--- config.mk ---
export PLATFORM = sky130hd
export DESIGN_NAME = result_mem_flat
export DESIGN_NICKNAME = d
export VERILOG_FILES = /design/src/design/mem_port_if.sv /design/src/design/result_mem.sv /design/src/flat_wrapper.sv
export SDC_FILE = /design/constraint.sdc
export NUM_CORES = 1
export LEC_CHECK = 0
export BUFFER_PORTS_ARGS = -buffer_cell sky130_fd_sc_hd__buf_4
export CAP_MARGIN = 10
export CORE_UTILIZATION = 40
export DETAILED_ROUTE_END_ITERATION = 8
export GPL_TIMING_DRIVEN = 0
export PLACE_DENSITY = 0.65
export SYNTH_ARGS = -nofsm -noshare
export SYNTH_HDL_FRONTEND = slang
export SYNTH_SLANG_ARGS = --single-unit
--- constraint.sdc ---
create_clock -name clk -period 2.5 [get_ports clk]
set_input_delay 0.125 -clock clk [delete_from_list [all_inputs] [get_ports clk]]
set_output_delay 0.125 -clock clk [all_outputs]
set_load 0.02 [all_outputs]
--- src/design/mem_port_if.sv ---
`timescale 1ns/100ps

interface mem_port_if #(
	parameter int DATA_W = 16,
	parameter int ADDR_W = 6
);

	logic              req;
	logic              ack;
	logic [ADDR_W-1:0] addr;
	logic [DATA_W-1:0] wdata;

	modport requester (
		output req,
		output addr,
		output wdata,
		input  ack
	);

	modport memory (
		input  req,
		input  addr,
		input  wdata,
		output ack
	);

endinterface

--- src/design/result_mem.sv ---
`timescale 1ns/100ps

module result_mem #(
	parameter int DATA_W    = 16,
	parameter int RES_DEPTH = 64
) (
	input  logic                         clk,
	input  logic                         reset,
	input  logic [$clog2(RES_DEPTH)-1:0] rd_addr,
	output logic [DATA_W-1:0]            rd_data,
	mem_port_if.memory                   wr
);

	logic [DATA_W-1:0] mem [RES_DEPTH];
	logic              ack_q;

	always_ff @(posedge clk) begin
		if (reset) begin
			ack_q <= 1'b0;
			for (int i = 0; i < RES_DEPTH; i++)
				mem[i] <= '0;
		end else begin
			ack_q <= wr.req; // Ack follows req by one cycle
			if (wr.req && !ack_q)
				mem[wr.addr] <= wr.wdata;
		end
	end

	assign wr.ack  = ack_q;
	assign rd_data = mem[rd_addr];

endmodule

--- src/flat_wrapper.sv ---
// flat-port wrapper written by rule: the top's interface ports become plain ports
module result_mem_flat 
#(
	parameter int DATA_W    = 16,
	parameter int RES_DEPTH = 64
)
  (clk, reset, rd_addr, rd_data, wr_req, wr_addr, wr_wdata, wr_ack);
  mem_port_if #(.DATA_W(DATA_W)) wr_i ();
  input  logic clk;
  input  logic reset;
  input  logic [$clog2(RES_DEPTH)-1:0] rd_addr;
  output logic [DATA_W-1:0] rd_data;
  input wire logic [$bits(wr_i.req)-1:0] wr_req;
  input wire logic [$bits(wr_i.addr)-1:0] wr_addr;
  input wire logic [$bits(wr_i.wdata)-1:0] wr_wdata;
  output wire logic [$bits(wr_i.ack)-1:0] wr_ack;
  assign wr_i.req = wr_req;
  assign wr_i.addr = wr_addr;
  assign wr_i.wdata = wr_wdata;
  assign wr_ack = wr_i.ack;
  result_mem #(.DATA_W(DATA_W), .RES_DEPTH(RES_DEPTH)) u_core (.clk(clk), .reset(reset), .rd_addr(rd_addr), .rd_data(rd_data), .wr(wr_i));
endmodule
==> metrics.yaml <==
status:
  status: "complete, but fails checks"
  violations: "setup timing"
synth:
  synthArstFlopShare_pct: 0
  synth_edf_count: 1024
  synth_warnings: 0
  synth_ff_type: "edfxtp_1"
  synth.yosys.seq_area_share_pct: 65.04
  syn-cell-area_um2: 47310
  synth_cell_type_count: 42
  synth_area_per_cell_um2: 15.37
  ys_seq_elements: 1025
  synthesis.nets: 3109
  synthCells: 3078
layout:
  nets: 3243
  drive_gt1_share_pct: 23.38
  syn_to_final_growth_pct: 14.55
  final_area_um2: 54190
  utilization_pct: 46.44
worst_setup_path:
  end_kind: "output pin"
  setup.worst_path.start_class: "input port"
  critPathKind: "in2out"
  slowest_stage: "a22oi_2"
  worstPathRequired_ns: 2.38
  crit_chain: "buf_4 -> buf_4 -> buf_4 -> buf_4 -> buf_8 -> mux2i_4 -> a22oi_2 -> a31oi_4 -> a311oi_2 -> buf_4"
  cp_common_cell: "buf_4"
  crit_path_max_incr_delay_ns: 0.38
  path_max_fanout: 10
  arrival_ns: 2.73
die:
  pin_count: 48
  die_width_um: 345.9
  core_um2: 116700
  start_util_pct: 40.55
  die_area_um2: 119600
  rows: 125
  dieHeight_um: 345.9
timing:
  fin_worst_skew_ns: 0.01764
  rsz0062_at_grt: "yes"
  timing.hold.ws_ns: 0.1680
  worst_pin_slew_ns: 1.333
  max_freq_mhz: 350.8
  tns_ns: -10.44
  worst_slack_ns: -0.3507
  final_hold_viol_count: 0
  min_period_over_period_pct: 114.0
  slew_headroom_pct: 11.15
  period_minus_slack_ns: 2.851
  setup_viol: 130
  slew_violations: 0
global_route:
  grt_max_degree: 17
  grt_pass1_wl_um: 210000
  grt_pass1_vias: 27390
  grt_overflow: 0
  antenna_found_initial: 15
  grt_use_total_pct: 25.04
clocking:
  ctsRootBufferMaster: "clkbuf_16"
  clk_pin_slew_ns: 0.07
  cts_tree: "built"
  clkSinkCount: 1025
  cts.path.max_buffers: 3
  clk-insertion-delay-late_ns: 0.68
  cts_max_level: 3
  cts_buffers: 102
drt:
  drt.antenna.violating_nets: 0
  first_pass_iters: 7
  vias: 27940
  drc: 0
  drtIter0Drc: 3921
  avgViaCountPerCell: 5.794
  post_drt_wl_per_cell_um: 31.21
  wl_um: 150500
power_and_ir_drop:
  vdd_drop_max_v: 0.0005635
  p_leak_nw: 19.56
  p_total_mw: 37.80
  cellPowerDensity_nw_per_um2: 697.6
placement:
  numPortBuffers: 23
  gp_routability_congestion: 1.114
  dp_hpwl_um: 105100
  place_area_um2: 49460
run:
  maxCapViolations: 0
hold_path:
  hold_path.class: "in2reg"
logic make-up after synthesis:
| group | share of synthesized area, % |
|---|---|
| multiplexers | 12.77 |
| AO/OA/AOI/OAI | 2.317 |
| AND/OR/NAND/NOR | 16.82 |
| flip-flops | 65.04 |
| buffers and inverters | 3.052 |
metrics by stage:
| step | instances | worst slack, ns |
|---|---|---|
| floorplan | 3078 | 0.4505 |
| global placement | 4625 | -1.495 |
| detailed placement | 4631 | -1.369 |
| CTS | 4818 | -0.4618 |
| global route | 4817 | -0.3454 |
| finish | 4822 | -0.3507 |
worst max-delay path: cells and delay by family:
family          cells  cell delay [ns]
compound gates      3             0.95
mux                 1             0.15
buf+inv             6             1.43
path summary, 6_finish.rpt:
check,startpoint,to,slack (ns),cells past startpoint
worst max-delay path,rd_addr[1],rd_data[10],-0.35,10
worst min-delay path,wr_addr[2],u_core.mem[9][15]$_SDFFCE_PN0P_,0.17,4
worst max register to register,u_core.wr.ack$_SDFF_PP0_,u_core.mem[63][7]$_SDFFCE_PN0P_,-0.15,6
worst min register to register,u_core.wr.ack$_SDFF_PP0_,u_core.mem[49][1]$_SDFFCE_PN0P_,1.46,4
state kept, by name, summed over array words and instances (netlist names):
name / flops
u_core.wr.ack: 1
u_core.mem: 1024
placed cells by master, fill, tap and decap left out, types with 19 or more instances in the layout:
master,n
mux2i_4,25
edfxtp_1,1024
clkinv_1,21
or2_2,21
nor2_4,19
clkbuf_1,189
buf_6,24
and2_1,1026
nor2_2,48
buf_2,29
nor2b_1,25
mux2i_1,59
clkbuf_16,104
nand2_1,22
buf_4,48
nand3_1,20
mux4_2,224
clkinv_2,23
a22oi_1,42
or2_4,43
final cells by class:
cell class | count | area (µm²)
clock buffers | 127 | 2689
multi-input cells | 1761 | 16490
diodes | 5 | 12.51
clock inverters | 58 | 485.5
flip-flops and latches | 1025 | 30770
inverters | 1 | 3.754
well taps | 1524 | 1907
fillers | 10020 | 62490
plain buffers | 290 | 1539
repair buffers | 31 | 287.8
routing by layer:
layer | wire, µm | vias up | global-route usage [%]
li1 | - | 11570 | -
met1 | 58680 | 14450 | 33.77
met2 | 68000 | 1601 | 38.15
met4 | 7249 | 12 | 11.66
met5 | 66 | - | 0
met3 | 16520 | 303 | 6.164
report_power, final:
group | total, mW | internal (mW) | switching (mW)
registers | 19.4 | 19.3 | 0.125
clock network | 15.1 | 8.33 | 6.77
logic | 3.27 | 1.03 | 2.24
repair_timing:
item | in CTS | in global routing
endpoints found under the setup margin | 784 | 683
hold endpoints to repair | 1 | 0
resized for setup | 198 | 168
hold buffers | 1 | 0
pin swaps | 22 | 37
buffers inserted | 3 | 0
synthesized netlist by cell type (2+ instances only):
library cell  number  area [µm²]
and3_1             4       25.02
buf_2             35       175.2
a22o_1             8       70.07
nand4_1            5       31.28
mux4_2           224        5045
a211o_1            9       78.83
buf_1             20       75.07
mux2_2            11       123.9
nor3_1             5       25.02
a31oi_1            9       56.30
a311oi_1          12       105.1
mux2i_1           87       870.8
or2_2             64       400.4
nor2_8             3       60.06
nor2b_1           32       200.2
a21boi_0           2       15.01
a22oi_1           57       427.9
or3b_1             6       52.55
edfxtp_1        1024       30750
nand3_1           25       125.1
clkbuf_1         191       716.9
nor2_2             8       50.05
buf_4             20       150.1
nor4_1             3       18.77
buf_6             18       202.7
nand2b_1           2       12.51
a221oi_1          20       175.2
a21oi_1           11       55.05
buf_12             3       60.06
and2_1          1026        6419
nand3b_1           7       52.55
nor2_4             3       33.78
a211oi_1          15       112.6
nand2_1           29       108.9
buf_8              4       60.06
nor2_1            61       229.0
and4_1            10       87.58
(Power assumes the default switching activity.)
