**src/design/cluster_pkg.sv**
```systemverilog
package cluster_pkg;

	localparam int INSN_W         = 32;
	localparam int INSN_BUS_W     = 8;
	localparam int INSN_LOAD_TIME = INSN_W / INSN_BUS_W;
	localparam int TM_WORD_W      = 36;

	typedef enum logic [1:0] {
		FENCE_NO,
		FENCE_ACQ,
		FENCE_REL
	} fence_t;

	typedef enum logic [1:0] {
		OP_ADD,
		OP_SUB,
		OP_XOR,
		OP_MOV
	} op_t;

	typedef struct packed {
		op_t         op;
		logic [5:0]  addr;      // Result address base
		logic [15:0] imm;
		logic [7:0]  rsvd;
	} insn_t;

	// Overlays a full task word
	typedef struct packed {
		logic [3:0]  frame_num; // Instruction frames that follow
		fence_t      fence;
		logic        stop;
		logic [4:0]  stop_addr;
		logic [3:0]  core_mask;
		logic [3:0]  init_mask;
		logic [15:0] init_r0;
	} ctrl_frame_t;

endpackage

```
**src/design/mem_port_if.sv**
```systemverilog
`timescale 1ns/100ps

interface mem_port_if #(
	parameter int DATA_W = 16,
	parameter int ADDR_W = 6
);

	logic              req;
	logic              ack;
	logic [ADDR_W-1:0] addr;
	logic [DATA_W-1:0] wdata;

	modport requester (
		output req,
		output addr,
		output wdata,
		input  ack
	);

	modport memory (
		input  req,
		input  addr,
		input  wdata,
		output ack
	);

endinterface

```
**src/design/mini_core.sv**
```systemverilog
`timescale 1ns/100ps

module mini_core #(
	parameter int DATA_W  = 16,
	parameter int CORE_ID = 0
) (
	input  logic                                            clk,
	input  logic                                            reset,
	input  logic                                            start_pulse,
	input  logic [cluster_pkg::INSN_BUS_W-1:0]              insn_data,
	input  logic [$clog2(cluster_pkg::INSN_LOAD_TIME)-1:0]  insn_load_cnt,
	input  logic                                            load_en,
	input  logic                                            init_en,
	input  logic [DATA_W-1:0]                               init_r0,
	output logic                                            ready,
	mem_port_if.requester                                   mem
);
	import cluster_pkg::*;

	typedef enum logic [1:0] {S_IDLE, S_EXEC, S_WAIT_ACK, S_WAIT_DROP} state_t;

	state_t            state;
	insn_t             insn;
	logic [DATA_W-1:0] r0;
	logic [DATA_W-1:0] imm;
	logic [DATA_W-1:0] result;

	assign imm   = DATA_W'(insn.imm);
	assign ready = (state == S_IDLE);

	always_comb begin
		case (insn.op)
			OP_ADD:  result = r0 + imm;
			OP_SUB:  result = r0 - imm;
			OP_XOR:  result = r0 ^ imm;
			default: result = imm; // OP_MOV
		endcase
	end

	always_ff @(posedge clk) begin
		if (load_en)
			insn[insn_load_cnt * INSN_BUS_W +: INSN_BUS_W] <= insn_data;
		if (init_en)
			r0 <= init_r0;
		else if (state == S_EXEC)
			r0 <= result; // Write back
		if (state == S_EXEC) begin
			mem.addr  <= insn.addr + 6'(CORE_ID);
			mem.wdata <= result;
		end
	end

	always_ff @(posedge clk) begin
		if (reset) begin
			state   <= S_IDLE;
			mem.req <= 1'b0;
		end else begin
			case (state)
				S_IDLE: begin
					if (start_pulse)
						state <= S_EXEC;
				end
				S_EXEC: begin
					mem.req <= 1'b1; // Addr and data settle with req
					state   <= S_WAIT_ACK;
				end
				S_WAIT_ACK: begin
					if (mem.ack) begin
						mem.req <= 1'b0;
						state   <= S_WAIT_DROP;
					end
				end
				default: begin
					if (!mem.ack)
						state <= S_IDLE;
				end
			endcase
		end
	end

	a_req_hold: assert property (@(posedge clk) disable iff (reset)
		$fell(mem.req) |-> $past(mem.ack));

endmodule

```
**src/flat_wrapper.sv**
```systemverilog
// flat-port wrapper written by rule: the top's interface ports become plain ports
module mini_core_flat import cluster_pkg::*;
#(
	parameter int DATA_W  = 16,
	parameter int CORE_ID = 0
)
  (clk, reset, start_pulse, insn_data, insn_load_cnt, load_en, init_en, init_r0, ready, mem_req, mem_addr, mem_wdata, mem_ack);
  mem_port_if #(.DATA_W(DATA_W)) mem_i ();
  input  logic clk;
  input  logic reset;
  input  logic start_pulse;
  input  logic [cluster_pkg::INSN_BUS_W-1:0] insn_data;
  input  logic [$clog2(cluster_pkg::INSN_LOAD_TIME)-1:0] insn_load_cnt;
  input  logic load_en;
  input  logic init_en;
  input  logic [DATA_W-1:0] init_r0;
  output logic ready;
  output wire logic [$bits(mem_i.req)-1:0] mem_req;
  output wire logic [$bits(mem_i.addr)-1:0] mem_addr;
  output wire logic [$bits(mem_i.wdata)-1:0] mem_wdata;
  input wire logic [$bits(mem_i.ack)-1:0] mem_ack;
  assign mem_req = mem_i.req;
  assign mem_addr = mem_i.addr;
  assign mem_wdata = mem_i.wdata;
  assign mem_i.ack = mem_ack;
  mini_core #(.DATA_W(DATA_W), .CORE_ID(CORE_ID)) u_core (.clk(clk), .reset(reset), .start_pulse(start_pulse), .insn_data(insn_data), .insn_load_cnt(insn_load_cnt), .load_en(load_en), .init_en(init_en), .init_r0(init_r0), .ready(ready), .mem(mem_i));
endmodule
```
**config.mk**
```make
export PLATFORM = sky130hd
export DESIGN_NAME = mini_core_flat
export DESIGN_NICKNAME = d
export VERILOG_FILES = /design/src/design/cluster_pkg.sv /design/src/design/mem_port_if.sv /design/src/design/mini_core.sv /design/src/flat_wrapper.sv
export SDC_FILE = /design/constraint.sdc
export NUM_CORES = 1
export LEC_CHECK = 0
export BUFFER_PORTS_ARGS = -buffer_cell sky130_fd_sc_hd__buf_2
export CORE_AREA = 2 2 118 120
export CTS_CLUSTER_SIZE = 28
export DETAILED_ROUTE_END_ITERATION = 6
export DIE_AREA = 0 0 120 122
export PLACE_DENSITY_LB_ADDON = 0.05
export SLEW_MARGIN = 20
export SYNTH_ARGS = -nofsm -noshare
export SYNTH_HDL_FRONTEND = slang
export SYNTH_SLANG_ARGS = --single-unit
```
**constraint.sdc**
```tcl
create_clock -name clk -period 3.4 [get_ports clk]
set_input_delay 1.02 -clock clk [delete_from_list [all_inputs] [get_ports clk]]
set_output_delay 1.02 -clock clk [all_outputs]
set_load 0.05 [all_outputs]
```
==> flow_summary.toml <==
[logic_synthesis]
synth.ff_latch_count = 65
synth_edf_count = 62
synth_top_family_by_area = "simple AND/OR/NAND/NOR gates"
post_synth_xor_area_fraction = 0.0889
synth-compound-area-share = 0.114
synthesis.nets = 430
synthesis.area_per_instance_um2 = 10.5
synth_adder_area_share = 0.0781
synthesis.instances = 374
postSynth.asyncResetShare = 0
yosys.area_share.simple = 0.160
yosys_warnings = 0
synth_flop_cell = "sky130_fd_sc_hd__edfxtp_1"
syn-cell-area_um2 = 3940
synthMuxAreaShare = 0.0461
ys_seq_area_frac = 0.488
ys_types = 49

[global_route]
grt_pass1_vias = 2877
total_congestion_overflow_after_global_routing = 0
grt_first_pass_wirelength_um = 15400
grt_max_degree = 24
grt_antenna_before_repair = 0
total_global_route_track_usage = 0.140

[timing]
fin_crit_ns = 3.36
postLayoutSetupSlackWorst_ns = 0.0353
fin_skew_ns = 0.00672
setup_repair_after_global_routing_missed_its_margin = "true"
period_share = 0.990
max_clock_freq_mhz = 297
report.final.setup_viol = 0
slew-limit-headroom = 0.651
max_slew.worst_pin.slew_ns = 0.524
number_of_pins_exceeding_their_max_slew_limit_in_the_final_report = 0
final-hold-violation-count = 0
hold-worst-slack_ns = 0.419

[setup_path]
timing.critical_path.arrival_ns = 3.46
r2r_setup_slack_ns = 0.04
worstPathMaxFanout = 5
cp.required_ns = 3.49
start_kind = "flip-flop"
endpoint_kind = "flip-flop"
r2r_start = "u_core.imm[4]"
reg2regPathDepth = 10
worst_reg2reg_endpoint = "u_core.r0[13]"
worst_path_class_setup = "reg2reg"

[cells_and_area]
layout-drive-gt1-share = 0.340
final_core_utilization = 0.385
antenna_cells = 0
final-seq-area_um2 = 1920
area_of_combinational_cells_with_multiple_inputs_um2 = 2060
num-nets-final = 528
fill_cells = 1342
area.growth.synth_to_final_pct = 32.0

[power]
p_sw_frac = 0.360
pwr_dens_nw_per_um2 = 691
seq_power_share = 0.319
total_power_mw = 3.59
comb_power_share = 0.379
total_leakage_power_nw = 2.04
peakVddDrop_mv = 0.396
pwr-share-clk = 0.301
p_switching_mw = 1.29
internal_power_mw = 2.30

[floorplanning]
coreArea_um2 = 13500
start_util = 0.292
die_w_um = 120
num_rows = 43
design.portCount = 56
die_y_um = 122
design.die.area_um2 = 14600

[min_path]
worst_hold_path_cell_count = 0
min_delay_worst_endpoint = "u_core.mem.addr[3]"
worstHoldPathType = "reg2reg"
startpoint_of_the_tightest_hold_check_path = "u_core.insn[27]"

[route]
wl_per_cell_um = 14.7
wl_um = 9630
drt-pass1-iter-count = 4
total_via_count_in_the_routed_design = 2910
route.detailed.vias_per_inst = 4.43
drt.antenna.violating_nets = 0
drc = 0
drt_iter0_drc = 78

[cts]
cts_buffer_depth = 2
clock_latency_ns = 0.34
hold_buffers = 0
cts.sinks = 65
ctsHtreeMaxLevel = 3
ctsRootBufferMaster = "sky130_fd_sc_hd__clkbuf_16"
number_of_clock_buffers_inserted_by_tritoncts = 9
clk_transition_reported_paths_ns = 0.06
tritoncts = "yes"

[run]
reported_max_cap_violation_count = 0

[placement]
hpwlAfterDp_um = 7070
routabilityCongestion = 0.870
preCtsSetupSlack_ns = -0.0217
buffer_ports.inserted = 55

[outcome]
run_status = "finished clean"
## power by group through the flow
| stage | Combinational, mW | Sequential (mW) | Clock [mW] |
|---|---|---|---|
| floorplan | 0.685 | 1.40 | 0 |
| global placement | 1.28 | 1.16 | 0 |
| detailed placement | 1.28 | 1.16 | 0 |
| CTS | 1.29 | 1.15 | 1.11 |
| global route | 1.50 | 1.16 | 1.14 |
| finish | 1.36 | 1.15 | 1.08 |
## flip-flops by register name, summed over array words and instances, names as in the netlist
name              cells
u_core.mem.req        1
u_core.r0            16
u_core.insn           8
u_core.mem.wdata     16
u_core.mem.addr       6
u_core.imm           16
u_core.state          2
## per-stage QoR
| step | setup TNS, ns | std cells | area [um2] |
|---|---|---|---|
| after floorplan | 0 | 374 | 3960 |
| after global placement | 0 | 635 | 4690 |
| after detailed placement | -0.0419 | 635 | 4690 |
| after CTS | 0 | 651 | 5040 |
| after global routing | -0.576 | 657 | 5200 |
| final | 0 | 657 | 5200 |
## critical path, cell delays in order, from the launching register on
cell	delay, ns
sky130_fd_sc_hd__edfxtp_1	0.38
sky130_fd_sc_hd__or3_4	0.39
sky130_fd_sc_hd__or3_4	0.40
sky130_fd_sc_hd__o41ai_4	0.36
sky130_fd_sc_hd__xor2_1	0.26
sky130_fd_sc_hd__ha_2	0.34
sky130_fd_sc_hd__nand4_1	0.13
sky130_fd_sc_hd__a21oi_2	0.05
sky130_fd_sc_hd__or3_1	0.35
sky130_fd_sc_hd__a31o_1	0.20
sky130_fd_sc_hd__mux2_4	0.26
## what timing repair did
action | CTS | global route
pin swaps | 1 | 21
endpoints found under the setup margin | 2 | 12
resized for setup | 2 | 30
buffers inserted | 0 | 6
## kinds of logic (layout without fill, tap and decap cells)
kind of cell | Yosys count | in the layout
simple gates | 134 | 134
compound gates | 69 | 69
flops | 65 | 65
xor+xnor | 40 | 40
buf+inv | 26 | 129
fa+ha+maj | 24 | 24
mux | 16 | 16
## layout make-up
class / instances / share of cell area
Timing Repair Buffer: 95 / 0.111
Clock buffer: 10 / 0.0440
Tap cell: 180 / 0.0433
Sequential cell: 65 / 0.370
Multi-Input combinational cell: 283 / 0.397
Clock inverter: 6 / 0.0224
Inverter: 18 / 0.0130
## how the worst max path moves through the flow
stage | slack, ns | cells after the start | from | endpoint
6_report | 0.04 | 10 | u_core.imm[4] | u_core.r0[13]
5_1_grt | -0.13 | 12 | u_core.imm[4] | u_core.r0[13]
3_3_place_gp | 0.02 | 11 | u_core.imm[4] | u_core.r0[13]
3_5_place_dp | -0.02 | 12 | u_core.imm[4] | u_core.r0[14]
2_1_floorplan | 0.003 | 11 | u_core.imm[4] | u_core.r0[13]
4_1_cts | 0.03 | 12 | u_core.imm[4] | u_core.r0[13]
## routing by layer
layer  track usage  part of all wire  wire (um)
met2         0.207              0.43       4180
met4        0.0765             0.031        294
met1         0.193              0.50       4800
met5             0                 0          0
met3        0.0286             0.037        361
## synthesized netlist by cell type (2+ instances only)
cell | instances | area [um2]
sky130_fd_sc_hd__buf_1 | 2 | 7.51
sky130_fd_sc_hd__nor2_1 | 46 | 173
sky130_fd_sc_hd__and2_1 | 3 | 18.8
sky130_fd_sc_hd__mux2_2 | 13 | 146
sky130_fd_sc_hd__nand2b_1 | 18 | 113
sky130_fd_sc_hd__and3_1 | 2 | 12.5
sky130_fd_sc_hd__dfxtp_1 | 3 | 60.1
sky130_fd_sc_hd__ha_1 | 23 | 288
sky130_fd_sc_hd__edfxtp_1 | 62 | 1860
sky130_fd_sc_hd__nor3_1 | 6 | 30.0
sky130_fd_sc_hd__xnor2_1 | 31 | 272
sky130_fd_sc_hd__o21ai_1 | 3 | 15.0
sky130_fd_sc_hd__nor4_1 | 2 | 12.5
sky130_fd_sc_hd__clkbuf_1 | 6 | 22.5
sky130_fd_sc_hd__inv_1 | 17 | 63.8
sky130_fd_sc_hd__o21ai_0 | 20 | 100
sky130_fd_sc_hd__or2_2 | 2 | 12.5
sky130_fd_sc_hd__nor2b_1 | 10 | 62.6
sky130_fd_sc_hd__o21a_1 | 3 | 22.5
sky130_fd_sc_hd__mux2i_1 | 2 | 20.0
sky130_fd_sc_hd__or3_1 | 3 | 18.8
sky130_fd_sc_hd__a21oi_1 | 23 | 115
sky130_fd_sc_hd__o31ai_1 | 2 | 15.0
sky130_fd_sc_hd__nand2_1 | 37 | 139
sky130_fd_sc_hd__a22oi_1 | 2 | 15.0
sky130_fd_sc_hd__xor2_1 | 9 | 78.8
sky130_fd_sc_hd__a31oi_1 | 2 | 12.5
## cell usage in the layout (no fill, tap or decap), types with 4 or more instances in the layout
| cell type | count |
|---|---|
| sky130_fd_sc_hd__mux2_2 | 13 |
| sky130_fd_sc_hd__a21oi_1 | 16 |
| sky130_fd_sc_hd__buf_4 | 40 |
| sky130_fd_sc_hd__xor2_1 | 9 |
| sky130_fd_sc_hd__nor2b_1 | 10 |
| sky130_fd_sc_hd__nor2_1 | 43 |
| sky130_fd_sc_hd__buf_2 | 55 |
| sky130_fd_sc_hd__o21ai_2 | 5 |
| sky130_fd_sc_hd__ha_1 | 20 |
| sky130_fd_sc_hd__xnor2_1 | 29 |
| sky130_fd_sc_hd__clkbuf_16 | 9 |
| sky130_fd_sc_hd__o21ai_1 | 4 |
| sky130_fd_sc_hd__a21oi_2 | 8 |
| sky130_fd_sc_hd__edfxtp_1 | 62 |
| sky130_fd_sc_hd__o21ai_0 | 15 |
| sky130_fd_sc_hd__inv_1 | 16 |
| sky130_fd_sc_hd__nand2_1 | 36 |
| sky130_fd_sc_hd__nand2b_1 | 18 |
No activity file was read; power rests on OpenSTA's default activity.
