## config.mk

```make
export PLATFORM = sky130hd
export DESIGN_NAME = task_scheduler
export DESIGN_NICKNAME = d
export VERILOG_FILES = /design/src/design/cluster_pkg.sv /design/src/design/task_scheduler.sv
export SDC_FILE = /design/constraint.sdc
export NUM_CORES = 1
export LEC_CHECK = 0
export ABC_AREA = 0
export BUFFER_PORTS_ARGS = -buffer_cell sky130_fd_sc_hd__clkbuf_2
export CAP_MARGIN = 20
export CORE_MARGIN = 4
export CORE_UTILIZATION = 45
export CTS_CLUSTER_DIAMETER = 100
export DETAILED_ROUTE_END_ITERATION = 10
export MAX_ROUTING_LAYER = met4
export PLACE_DENSITY = 0.58
export RECOVER_POWER = 100
export SLEW_MARGIN = 20
export SYNTH_ARGS = -nofsm -noshare
export SYNTH_HDL_FRONTEND = slang
export SYNTH_SLANG_ARGS = --single-unit
```

## constraint.sdc

```tcl
create_clock -name clk -period 9.8 [get_ports clk]
set_input_delay 0.98 -clock clk [delete_from_list [all_inputs] [get_ports clk]]
set_output_delay 0.98 -clock clk [all_outputs]
set_load 0.005 [all_outputs]
```

## src/design/cluster_pkg.sv

```systemverilog
package cluster_pkg;

	localparam int INSN_W         = 32;
	localparam int INSN_BUS_W     = 8;
	localparam int INSN_LOAD_TIME = INSN_W / INSN_BUS_W;
	localparam int TM_WORD_W      = 36;

	typedef enum logic [1:0] {
		FENCE_NO,
		FENCE_ACQ,
		FENCE_REL
	} fence_t;

	typedef enum logic [1:0] {
		OP_ADD,
		OP_SUB,
		OP_XOR,
		OP_MOV
	} op_t;

	typedef struct packed {
		op_t         op;
		logic [5:0]  addr;      // Result address base
		logic [15:0] imm;
		logic [7:0]  rsvd;
	} insn_t;

	// Overlays a full task word
	typedef struct packed {
		logic [3:0]  frame_num; // Instruction frames that follow
		fence_t      fence;
		logic        stop;
		logic [4:0]  stop_addr;
		logic [3:0]  core_mask;
		logic [3:0]  init_mask;
		logic [15:0] init_r0;
	} ctrl_frame_t;

endpackage

```

## src/design/task_scheduler.sv

```systemverilog
`timescale 1ns/100ps

module task_scheduler #(
	parameter int NUM_CORES = 4,
	parameter int DATA_W    = 16,
	parameter int TM_DEPTH  = 32
) (
	input  logic                                            clk,
	input  logic                                            reset,
	input  logic                                            tm_we,
	input  logic [$clog2(TM_DEPTH)-1:0]                     tm_addr,
	input  logic [cluster_pkg::TM_WORD_W-1:0]               tm_wdata,
	input  logic                                            run,
	input  logic [NUM_CORES-1:0]                            ready,
	output logic [NUM_CORES-1:0]                            start,
	output logic [cluster_pkg::INSN_BUS_W-1:0]              insn_data,
	output logic [$clog2(cluster_pkg::INSN_LOAD_TIME)-1:0]  insn_load_cnt,
	output logic [NUM_CORES-1:0]                            insn_load_vect,
	output logic [NUM_CORES-1:0]                            init_r0_vect,
	output logic [DATA_W-1:0]                               init_r0,
	output logic                                            done
);
	import cluster_pkg::*;

	typedef enum logic [1:0] {S_IDLE, S_CTRL, S_LOAD, S_HALT} state_t;

	localparam int TP_W  = $clog2(TM_DEPTH);
	localparam int CNT_W = $clog2(INSN_LOAD_TIME);

	logic [TM_WORD_W-1:0] tm [TM_DEPTH];
	logic [TM_WORD_W-1:0] cur_word;
	ctrl_frame_t          cf;
	state_t               state;
	logic [TP_W-1:0]      tp;
	logic [3:0]           frames_left;
	fence_t               fence_r;
	logic [NUM_CORES-1:0] core_mask_r;
	logic                 stop_r;
	logic [TP_W-1:0]      stop_addr_r;
	logic [CNT_W-1:0]     cnt;
	logic [NUM_CORES-1:0] cf_core_mask;
	logic [NUM_CORES-1:0] cf_need;
	logic                 settled;
	logic                 ctrl_ok;
	logic                 ctrl_accept;
	logic                 halt_frame;
	logic                 act_ready;
	logic                 load_go;
	logic                 last_part;

	always_ff @(posedge clk) begin
		if (tm_we)
			tm[tm_addr] <= tm_wdata;
	end

	assign cur_word     = tm[tp];
	assign cf           = ctrl_frame_t'(cur_word);
	assign cf_core_mask = NUM_CORES'(cf.core_mask);
	assign halt_frame   = cf.stop && (cf.frame_num == '0);

	// Cores only drop ready the cycle after start
	assign settled = (start == '0);

	// Init targets must be idle too, else a running core loses its R0
	assign cf_need = (fence_r == FENCE_ACQ || cf.fence == FENCE_REL) ? '1 :
		cf_core_mask | NUM_CORES'(cf.init_mask);
	assign ctrl_ok     = settled && ((ready & cf_need) == cf_need);
	assign ctrl_accept = (state == S_CTRL) && !halt_frame && ctrl_ok;

	assign act_ready = settled && ((ready & core_mask_r) == core_mask_r);
	assign load_go   = (state == S_LOAD) && (cnt != '0 || act_ready);
	assign last_part = (cnt == CNT_W'(INSN_LOAD_TIME - 1));

	assign insn_load_cnt  = cnt;
	assign insn_load_vect = load_go ? core_mask_r : '0;
	assign insn_data      = cur_word[cnt * INSN_BUS_W +: INSN_BUS_W];

	always_ff @(posedge clk) begin
		if (reset) begin
			state        <= S_IDLE;
			tp           <= '0;
			frames_left  <= '0;
			fence_r      <= FENCE_NO;
			core_mask_r  <= '0;
			stop_r       <= 1'b0;
			stop_addr_r  <= '0;
			cnt          <= '0;
			start        <= '0;
			init_r0_vect <= '0;
			done         <= 1'b0;
		end else begin
			start        <= '0; // One-cycle pulses
			init_r0_vect <= '0;
			case (state)
				S_IDLE: begin
					if (run)
						state <= S_CTRL;
				end
				S_CTRL: begin
					if (halt_frame) begin
						if (settled && (&ready)) begin
							done  <= 1'b1;
							state <= S_HALT;
						end
					end else if (ctrl_ok) begin
						init_r0_vect <= NUM_CORES'(cf.init_mask);
						fence_r      <= cf.fence;
						core_mask_r  <= cf_core_mask;
						stop_r       <= cf.stop;
						stop_addr_r  <= TP_W'(cf.stop_addr);
						frames_left  <= cf.frame_num;
						tp           <= tp + 1'b1;
						if (cf.frame_num != '0)
							state <= S_LOAD;
					end
				end
				S_LOAD: begin
					if (load_go) begin
						cnt <= cnt + 1'b1;
						if (last_part) begin
							cnt         <= '0;
							start       <= core_mask_r;
							frames_left <= frames_left - 1'b1;
							if (frames_left == 4'd1) begin
								tp    <= stop_r ? stop_addr_r : tp + 1'b1; // Stop jump
								state <= S_CTRL;
							end else begin
								tp <= tp + 1'b1;
							end
						end
					end
				end
				default: ; // Halted until reset
			endcase
		end
	end

	always_ff @(posedge clk) begin
		if (ctrl_accept)
			init_r0 <= DATA_W'(cf.init_r0);
	end

	// Start only reaches cores that report idle
	a_start_ready: assert property (@(posedge clk) disable iff (reset)
		(start & ~ready) == '0);

	// Parts after the first follow on back-to-back cycles
	a_cnt_range: assert property (@(posedge clk) disable iff (reset)
		(insn_load_vect != '0 && !last_part) |=>
			(insn_load_vect != '0 && insn_load_cnt == $past(insn_load_cnt) + 1'b1));

endmodule

```

==> results.sh, run 1 <==
export IMPL_hold_viol_final=0
export IMPL_row_count=117
export IMPL_reg2reg_slack_ns=2.52
export IMPL_violations="capacitance limit, slew limit"
export IMPL_netlist_area_leader_share=0.756
export IMPL_synth_xor_xnor_area_share=0
export IMPL_critPathArrivalTime_ns=6.54
export IMPL_cts_htree_levels=3
export IMPL_rsz0062_at_grt="no"
export IMPL_synth_seq_area_share=0.773
export IMPL_status="finished with violations"
export IMPL_vias_per_cell=6.06
export IMPL_synth_cells_most_frequent="1168 x edfxtp_1, 308 x mux4_2, 104 x mux2i_1, 80 x nand2_1, 66 x nor2_1"
export IMPL_dpl_hpwl_um=59100
export IMPL_cts_tree="done"
export IMPL_fin_util=0.513
export IMPL_worst_pin_slew_ns=4.21
export IMPL_finalCriticalPeriod_ns=7.52
export IMPL_post_cts_resize_count=0
export IMPL_wirelength_um=119000
export IMPL_drv_cap=36
export IMPL_path_max_fanout=101
export IMPL_power_per_cell_area_nw_per_um2=207
export IMPL_critPathMaxStageDelay_ns=2.23
export IMPL_crit_top_cell="mux4_2"
export IMPL_p_int_mw=8.58
export IMPL_synth_edf_count=1168
export IMPL_nets=2303
export IMPL_slowest_stage="dfxtp_1"
export IMPL_holdPathStages=2
export IMPL_post_cts_buffers=0
export IMPL_hold_start="fence_r[1]"
export IMPL_worstSkewPairLatency_ns=0.71
export IMPL_nFillCells=7996
export IMPL_p_clk_frac=0.416
export IMPL_ys_ff_latch=1207
export IMPL_grt_overflow_total=0
export IMPL_final_cells=3719
export IMPL_min_to="fence_r[1]"
export IMPL_synth_top_area_cell="edfxtp_1"
export IMPL_fmax_mhz=133
export IMPL_firstDrtPassIters=5
export IMPL_start_util=0.454
export IMPL_worstSetupEndpointType="output port"
export IMPL_syn_nets=2152
export IMPL_grt_max_degree=140
export IMPL_die_w_um=329
export IMPL_cts_root_buf="clkbuf_16"
export IMPL_area_delta_synth_final_pct=12.8
export IMPL_crit_type="reg -> out"
export IMPL_ant_nets=0
export IMPL_synth_avg_cell_area_um2=22.1
export IMPL_cts_buffers=118
export IMPL_core_um2=102000
export IMPL_die_height_um=329
export IMPL_seq_power_share=0.532
export IMPL_relSlewSlack=-1.81
export IMPL_place_gp_congestion=0.791
export IMPL_synth_cells=2098
export IMPL_pin_count=88
export IMPL_leakagePower_nw=15.7
export IMPL_grt_pass1_vias=22829
export IMPL_die_area_um2=108000
export IMPL_ir_drop_mv=0.150
export IMPL_ys_flop_type="edfxtp_1"
export IMPL_clk_path_buf_depth=3
export IMPL_dp_cells=3497
export IMPL_muxShareOfSynthArea=0.174
export IMPL_ys_warn_count=0
export IMPL_drc=0
export IMPL_async_flop_share=0
export IMPL_timing_final_crit_share=0.767
export IMPL_fin_skew_ns=0.0244
export IMPL_tns_ns=0
export IMPL_synthMostInstantiatedCell="edfxtp_1"
export IMPL_grtUsageTotal=0.228
export IMPL_ys_top_cells_by_area="edfxtp_1 76%, mux4_2 15%, mux2i_1 2.2%, dfxtp_1 1.7%, nand2_1 0.65%"
export IMPL_r2r_cells=10
export IMPL_drv_slew=1190
export IMPL_synthSimpleGateAreaFrac=0.0233
export IMPL_p_sw_frac=0.208
export IMPL_synth_compound_area_frac=0.0172
export IMPL_multi_input_comb_area_um2=10200
export IMPL_ff_latch_area_um2=35900
export IMPL_synth_top_family_by_area="multiplexers"
export IMPL_cts_sinks=1207
export IMPL_synth_fa_ha_area_frac=0.00135
export IMPL_io_buffer_count=87
export IMPL_yosysUniqueCellTypes=50
export IMPL_switchingPower_mw=2.25
export IMPL_syn_area_um2=46400
export IMPL_grt_first_pass_wirelength_um=170000
export IMPL_required_ns=8.82
export IMPL_cts_hold_buf=0
export IMPL_hold_path_class="reg -> reg"
export IMPL_vias=22527
export IMPL_setup_viol_count_final=0
export IMPL_drtIter0Drc=2587
export IMPL_path_clk_slew_ns=0.06
export IMPL_wl_per_cell_um=31.9
export IMPL_layout_drive_gt1_share=0.239
export IMPL_combinationalPowerShare=0.051
export IMPL_grt_antenna_before_repair=6
export IMPL_r2r_end="core_mask_r[2]"
export IMPL_crit_path_start_kind="flop"
export IMPL_cp_cell_sequence="buf_12, buf_12, mux4_2, mux4_2, nand2_1, nand2_1, mux4_2, clkbuf_1"
==> critical path: cells and delay by family (launching register included) <==
family,cells,cell delay (ns)
flip-flops,1,2.23
multiplexers,3,1.68
AND/OR/NAND/NOR,2,0.30
buffers and inverters,3,1.41
==> layout make-up <==
| cell class | count | area share |
|---|---|---|
| timing repair buffer | 136 | 0.0124 |
| antenna | 3 | 0.000143 |
| clock buffer | 142 | 0.0603 |
| inverter | 18 | 0.00129 |
| sequential | 1207 | 0.685 |
| tap | 1368 | 0.0327 |
| clock inverter | 77 | 0.0135 |
| multi-input combinational | 768 | 0.194 |
==> cells in the final DEF, fill, tap and decap left out, types with 4 or more instances in the layout <==
master,count
a211oi_1,7
a21oi_1,23
a22oi_1,39
a311oi_1,4
a31oi_1,4
a32o_1,6
and3_1,6
buf_12,4
buf_4,12
bufinv_16,12
clkbuf_1,114
clkbuf_16,122
clkbuf_2,23
clkinv_1,32
clkinv_2,28
dfxtp_1,35
edfxtp_1,1168
ha_1,5
inv_1,13
mux2_2,6
mux2i_1,104
mux4_2,308
nand2_1,80
nand2b_1,4
nand3_1,29
nand3b_1,5
nor2_1,43
nor2_4,23
nor2b_1,6
nor3_1,11
nor3b_1,4
nor4_1,4
o21ai_0,4
o21ai_1,5
o22ai_1,6
==> registers in the layout, indices dropped and copies added (netlist names), 4 cells and up, named ones only <==
name	count
tm	1152
init_r0	16
stop_addr_r	5
tp	5
core_mask_r	4
frames_left	4
init_r0_vect	4
start	4
==> power groups by stage <==
stage	registers, mW	logic (mW)	clock network [mW]
after CTS	5.76	0.569	4.60
final	5.76	0.556	4.50
after global placement	5.86	0.555	0
after global routing	5.77	0.598	4.82
after floorplan	5.85	0.374	0
after detailed placement	5.87	0.567	0
==> cells by family after synthesis <==
logic type,Yosys count
flip-flops,1207
multiplexers,419
AND/OR/NAND/NOR,232
buffers and inverters,123
AO/OA/AOI/OAI,112
adder cells (fa/ha/maj),5
==> metrics by stage <==
step	setup slack, ns	cell area [µm²]	hold slack (ns)	total power, mW
2_1_floorplan	5.09	46400	0.457	6.22
3_3_place_gp	4.04	48700	0.467	6.42
3_5_place_dp	4.26	48800	0.489	6.43
4_1_cts	3.50	52600	0.503	10.9
5_1_grt	1.69	52300	0.526	11.2
6_report	2.28	52300	0.504	10.8
==> how the worst max path moves through the flow <==
stage | startpoint | end | slack (ns)
global route | flop | insn_data[7] | 1.69
detailed placement | flop | insn_data[7] | 4.26
global placement | flop | stop_addr_r[3] | 4.04
CTS | flop | insn_data[7] | 3.50
finish | flop | insn_data[7] | 2.28
floorplan | flop | insn_data[0] | 5.09
==> per-layer routing <==
layer / up-vias / GRT usage / wire, µm
met5: - / - / 0
met4: 0 / 0.0483 / 1930
met3: 134 / 0.0347 / 8650
met2: 917 / 0.355 / 57500
met1: 12318 / 0.326 / 50700
li1: 9158 / - / -
Power figures use the tool's default switching activity.
==> inputs of run 2 (changes only) <==
--- a/config.mk
+++ b/config.mk
@@ -13,7 +13,7 @@
 export CTS_CLUSTER_DIAMETER = 100
 export DETAILED_ROUTE_END_ITERATION = 10
 export MAX_ROUTING_LAYER = met4
-export PLACE_DENSITY = 0.58
+export PLACE_DENSITY = 0.61
 export RECOVER_POWER = 100
 export SLEW_MARGIN = 20
 export SYNTH_ARGS = -nofsm -noshare
==> constraint.sdc (replaced) <==
create_clock -name clk -period 6.77 [get_ports clk]
set_input_delay 0.677 -clock clk [delete_from_list [all_inputs] [get_ports clk]]
set_output_delay 0.677 -clock clk [all_outputs]
set_load 0.005 [all_outputs]
==> run 2 against run 1 <==
Against the previous run: core utilization fell by 0.053 points; global-route usage fell by 0.63 points; clock skew fell by 0.0067 ns; first-iteration DRC count fell by 3.7%; highest routed layer unchanged; the flow still finishes with violations (capacitance limit, slew limit); non-clock buffer count rose by 3; die area did not move; via count fell by 0.54%; clock-buffer cell count rose by 1; worst hold slack got worse by 0.030 ns; setup slack got worse by 1.1 ns; combinational power rose by 42%.
==> results.sh, run 2 (synthesized netlist as in run 1, its figures left out) <==
export IMPL_timing_final_crit_share=0.827
export IMPL_rsz0062_at_grt="no"
export IMPL_post_dp_cell_area_um2=48800
export IMPL_layout_drive_gt1_share=0.235
export IMPL_setup_viol_count_final=0
export IMPL_row_count=117
export IMPL_cts_tree="done"
export IMPL_post_cts_resize_count=0
export IMPL_ir_drop_mv=0.227
export IMPL_die_area_um2=108000
export IMPL_tns_ns=0
export IMPL_grtUsageTotal=0.222
export IMPL_final_common_cell="edfxtp_1"
export IMPL_post_cts_buffers=0
export IMPL_reg2reg_slack_ns=1.17
export IMPL_p_clk_frac=0.411
export IMPL_clk_path_buf_depth=3
export IMPL_cts_buffers=118
export IMPL_critPathArrivalTime_ns=6.14
export IMPL_fmax_mhz=179
export IMPL_grt_max_degree=124
export IMPL_worstSkewPairLatency_ns=0.69
export IMPL_drc=0
export IMPL_leakagePower_nw=15.7
export IMPL_p_sw_frac=0.208
export IMPL_grt_first_pass_wirelength_um=166000
export IMPL_reg_largest_list="tm (1152), init_r0 (16)"
export IMPL_grt_antenna_before_repair=10
export IMPL_drt_met1_wl_um=47600
export IMPL_dpl_hpwl_um=58600
export IMPL_die_w_um=329
export IMPL_r2r_cells=10
export IMPL_seq_power_share=0.538
export IMPL_violations="capacitance limit, slew limit"
export IMPL_mostFrequentLayoutCells="1168 x edfxtp_1, 308 x mux4_2, 123 x clkbuf_1"
export IMPL_crit_type="reg -> reg"
export IMPL_vias=22406
export IMPL_vias_per_cell=6.01
export IMPL_cts_sinks=1207
export IMPL_path_max_fanout=54
export IMPL_switchingPower_mw=3.23
export IMPL_grt_overflow_total=0
export IMPL_drtIter0Drc=2491
export IMPL_p_int_mw=12.3
export IMPL_stdcell_area_um2=52300
export IMPL_nets=2306
export IMPL_core_um2=102000
export IMPL_fin_util=0.512
export IMPL_r2r_end="fence_r[1]"
export IMPL_drv_slew=1178
export IMPL_cts_htree_levels=3
export IMPL_path_clk_slew_ns=0.07
export IMPL_combinationalPowerShare=0.051
export IMPL_grt_pass1_vias=22727
export IMPL_crit_path_start_kind="flop"
export IMPL_pin_count=88
export IMPL_largest_register="tm"
export IMPL_power_mw=15.5
export IMPL_largest_reg_flops=1152
export IMPL_topRoutingLayerUsed="met4"
export IMPL_finalCriticalPeriod_ns=5.60
export IMPL_start_util=0.454
export IMPL_ant_nets=0
export IMPL_cts_hold_buf=0
export IMPL_worst_pin_slew_ns=3.97
export IMPL_status="finished with violations"
export IMPL_drv_cap=37
export IMPL_wl_per_cell_um=31.0
export IMPL_fin_skew_ns=0.0177
export IMPL_required_ns=7.32
export IMPL_power_per_cell_area_nw_per_um2=297
export IMPL_hold_start="run"
export IMPL_cts_root_buf="clkbuf_16"
export IMPL_hold_path_class="in -> reg"
export IMPL_hold_viol_final=0
export IMPL_crit_end="fence_r[1]"
export IMPL_io_buffer_count=87
export IMPL_die_height_um=329
export IMPL_firstDrtPassIters=5
export IMPL_worstSetupEndpointType="flop"
export IMPL_wl_met2_um=56000
export IMPL_wirelength_um=116000
export IMPL_area_delta_synth_final_pct=12.7
export IMPL_wl_met3_um=8770
export IMPL_place_gp_congestion=0.851
export IMPL_relSlewSlack=-1.64
run 2: cell count changes in the layout (fill, tap and decap cells not counted), sizes merged:
cell      change
buf           +1
bufinv        -1
clkbuf        +3
clkinv        +5
clkinvlp      +3
diode         +4
inv           -5
run 2: worst min-delay path by stage:
stage / end / cells past startpoint
3_3_place_gp: frames_left[3] / 2
2_1_floorplan: frames_left[3] / 2
3_5_place_dp: fence_r[0] / 2
5_1_grt: state[0] / 4
4_1_cts: state[0] / 4
6_report: state[0] / 4
run 2: critical path, stage by stage, from the launching register on:
cell	delay, ns
dfxtp_4	0.82
buf_12	0.46
mux4_2	0.56
mux4_2	0.49
mux2_1	0.36
a2111oi_0	0.46
o22ai_1	0.27
nor4b_1	0.36
clkbuf_1	1.25
mux2i_1	0.32
nor2_1	0.06
run 2: stage by stage:
step                worst slack [ns]  instances  hold slack [ns]
CTS                             1.44       3722            0.423
global route                   0.778       3729            0.467
floorplan                       2.37       2098            0.457
finish                          1.17       3729            0.474
global placement                2.23       3499            0.470
detailed placement              2.17       3500            0.492
run 2: layout make-up:
type                    count  area (µm²)
fillers                  8028       49800
flip-flops and latches   1207       35900
multi-input cells         768       10100
clock buffers             143        3070
well taps                1368        1710
clock inverters            79         716
repair buffers            139         677
inverters                  18        67.6
diodes                      7        17.5
run 2: power groups by stage:
stage	Combinational (mW)	Sequential, mW	Clock [mW]
after floorplan	0.541	8.46	0
after global placement	0.794	8.48	0
after detailed placement	0.814	8.49	0
after CTS	0.815	8.33	6.50
after global routing	0.854	8.34	6.83
final	0.792	8.34	6.38
run 2: per-layer routing:
metal  track usage  up-vias
met5             -        -
met4        0.0606        0
met3        0.0428      209
met2         0.345      970
met1         0.305    12051
li1              -     9176
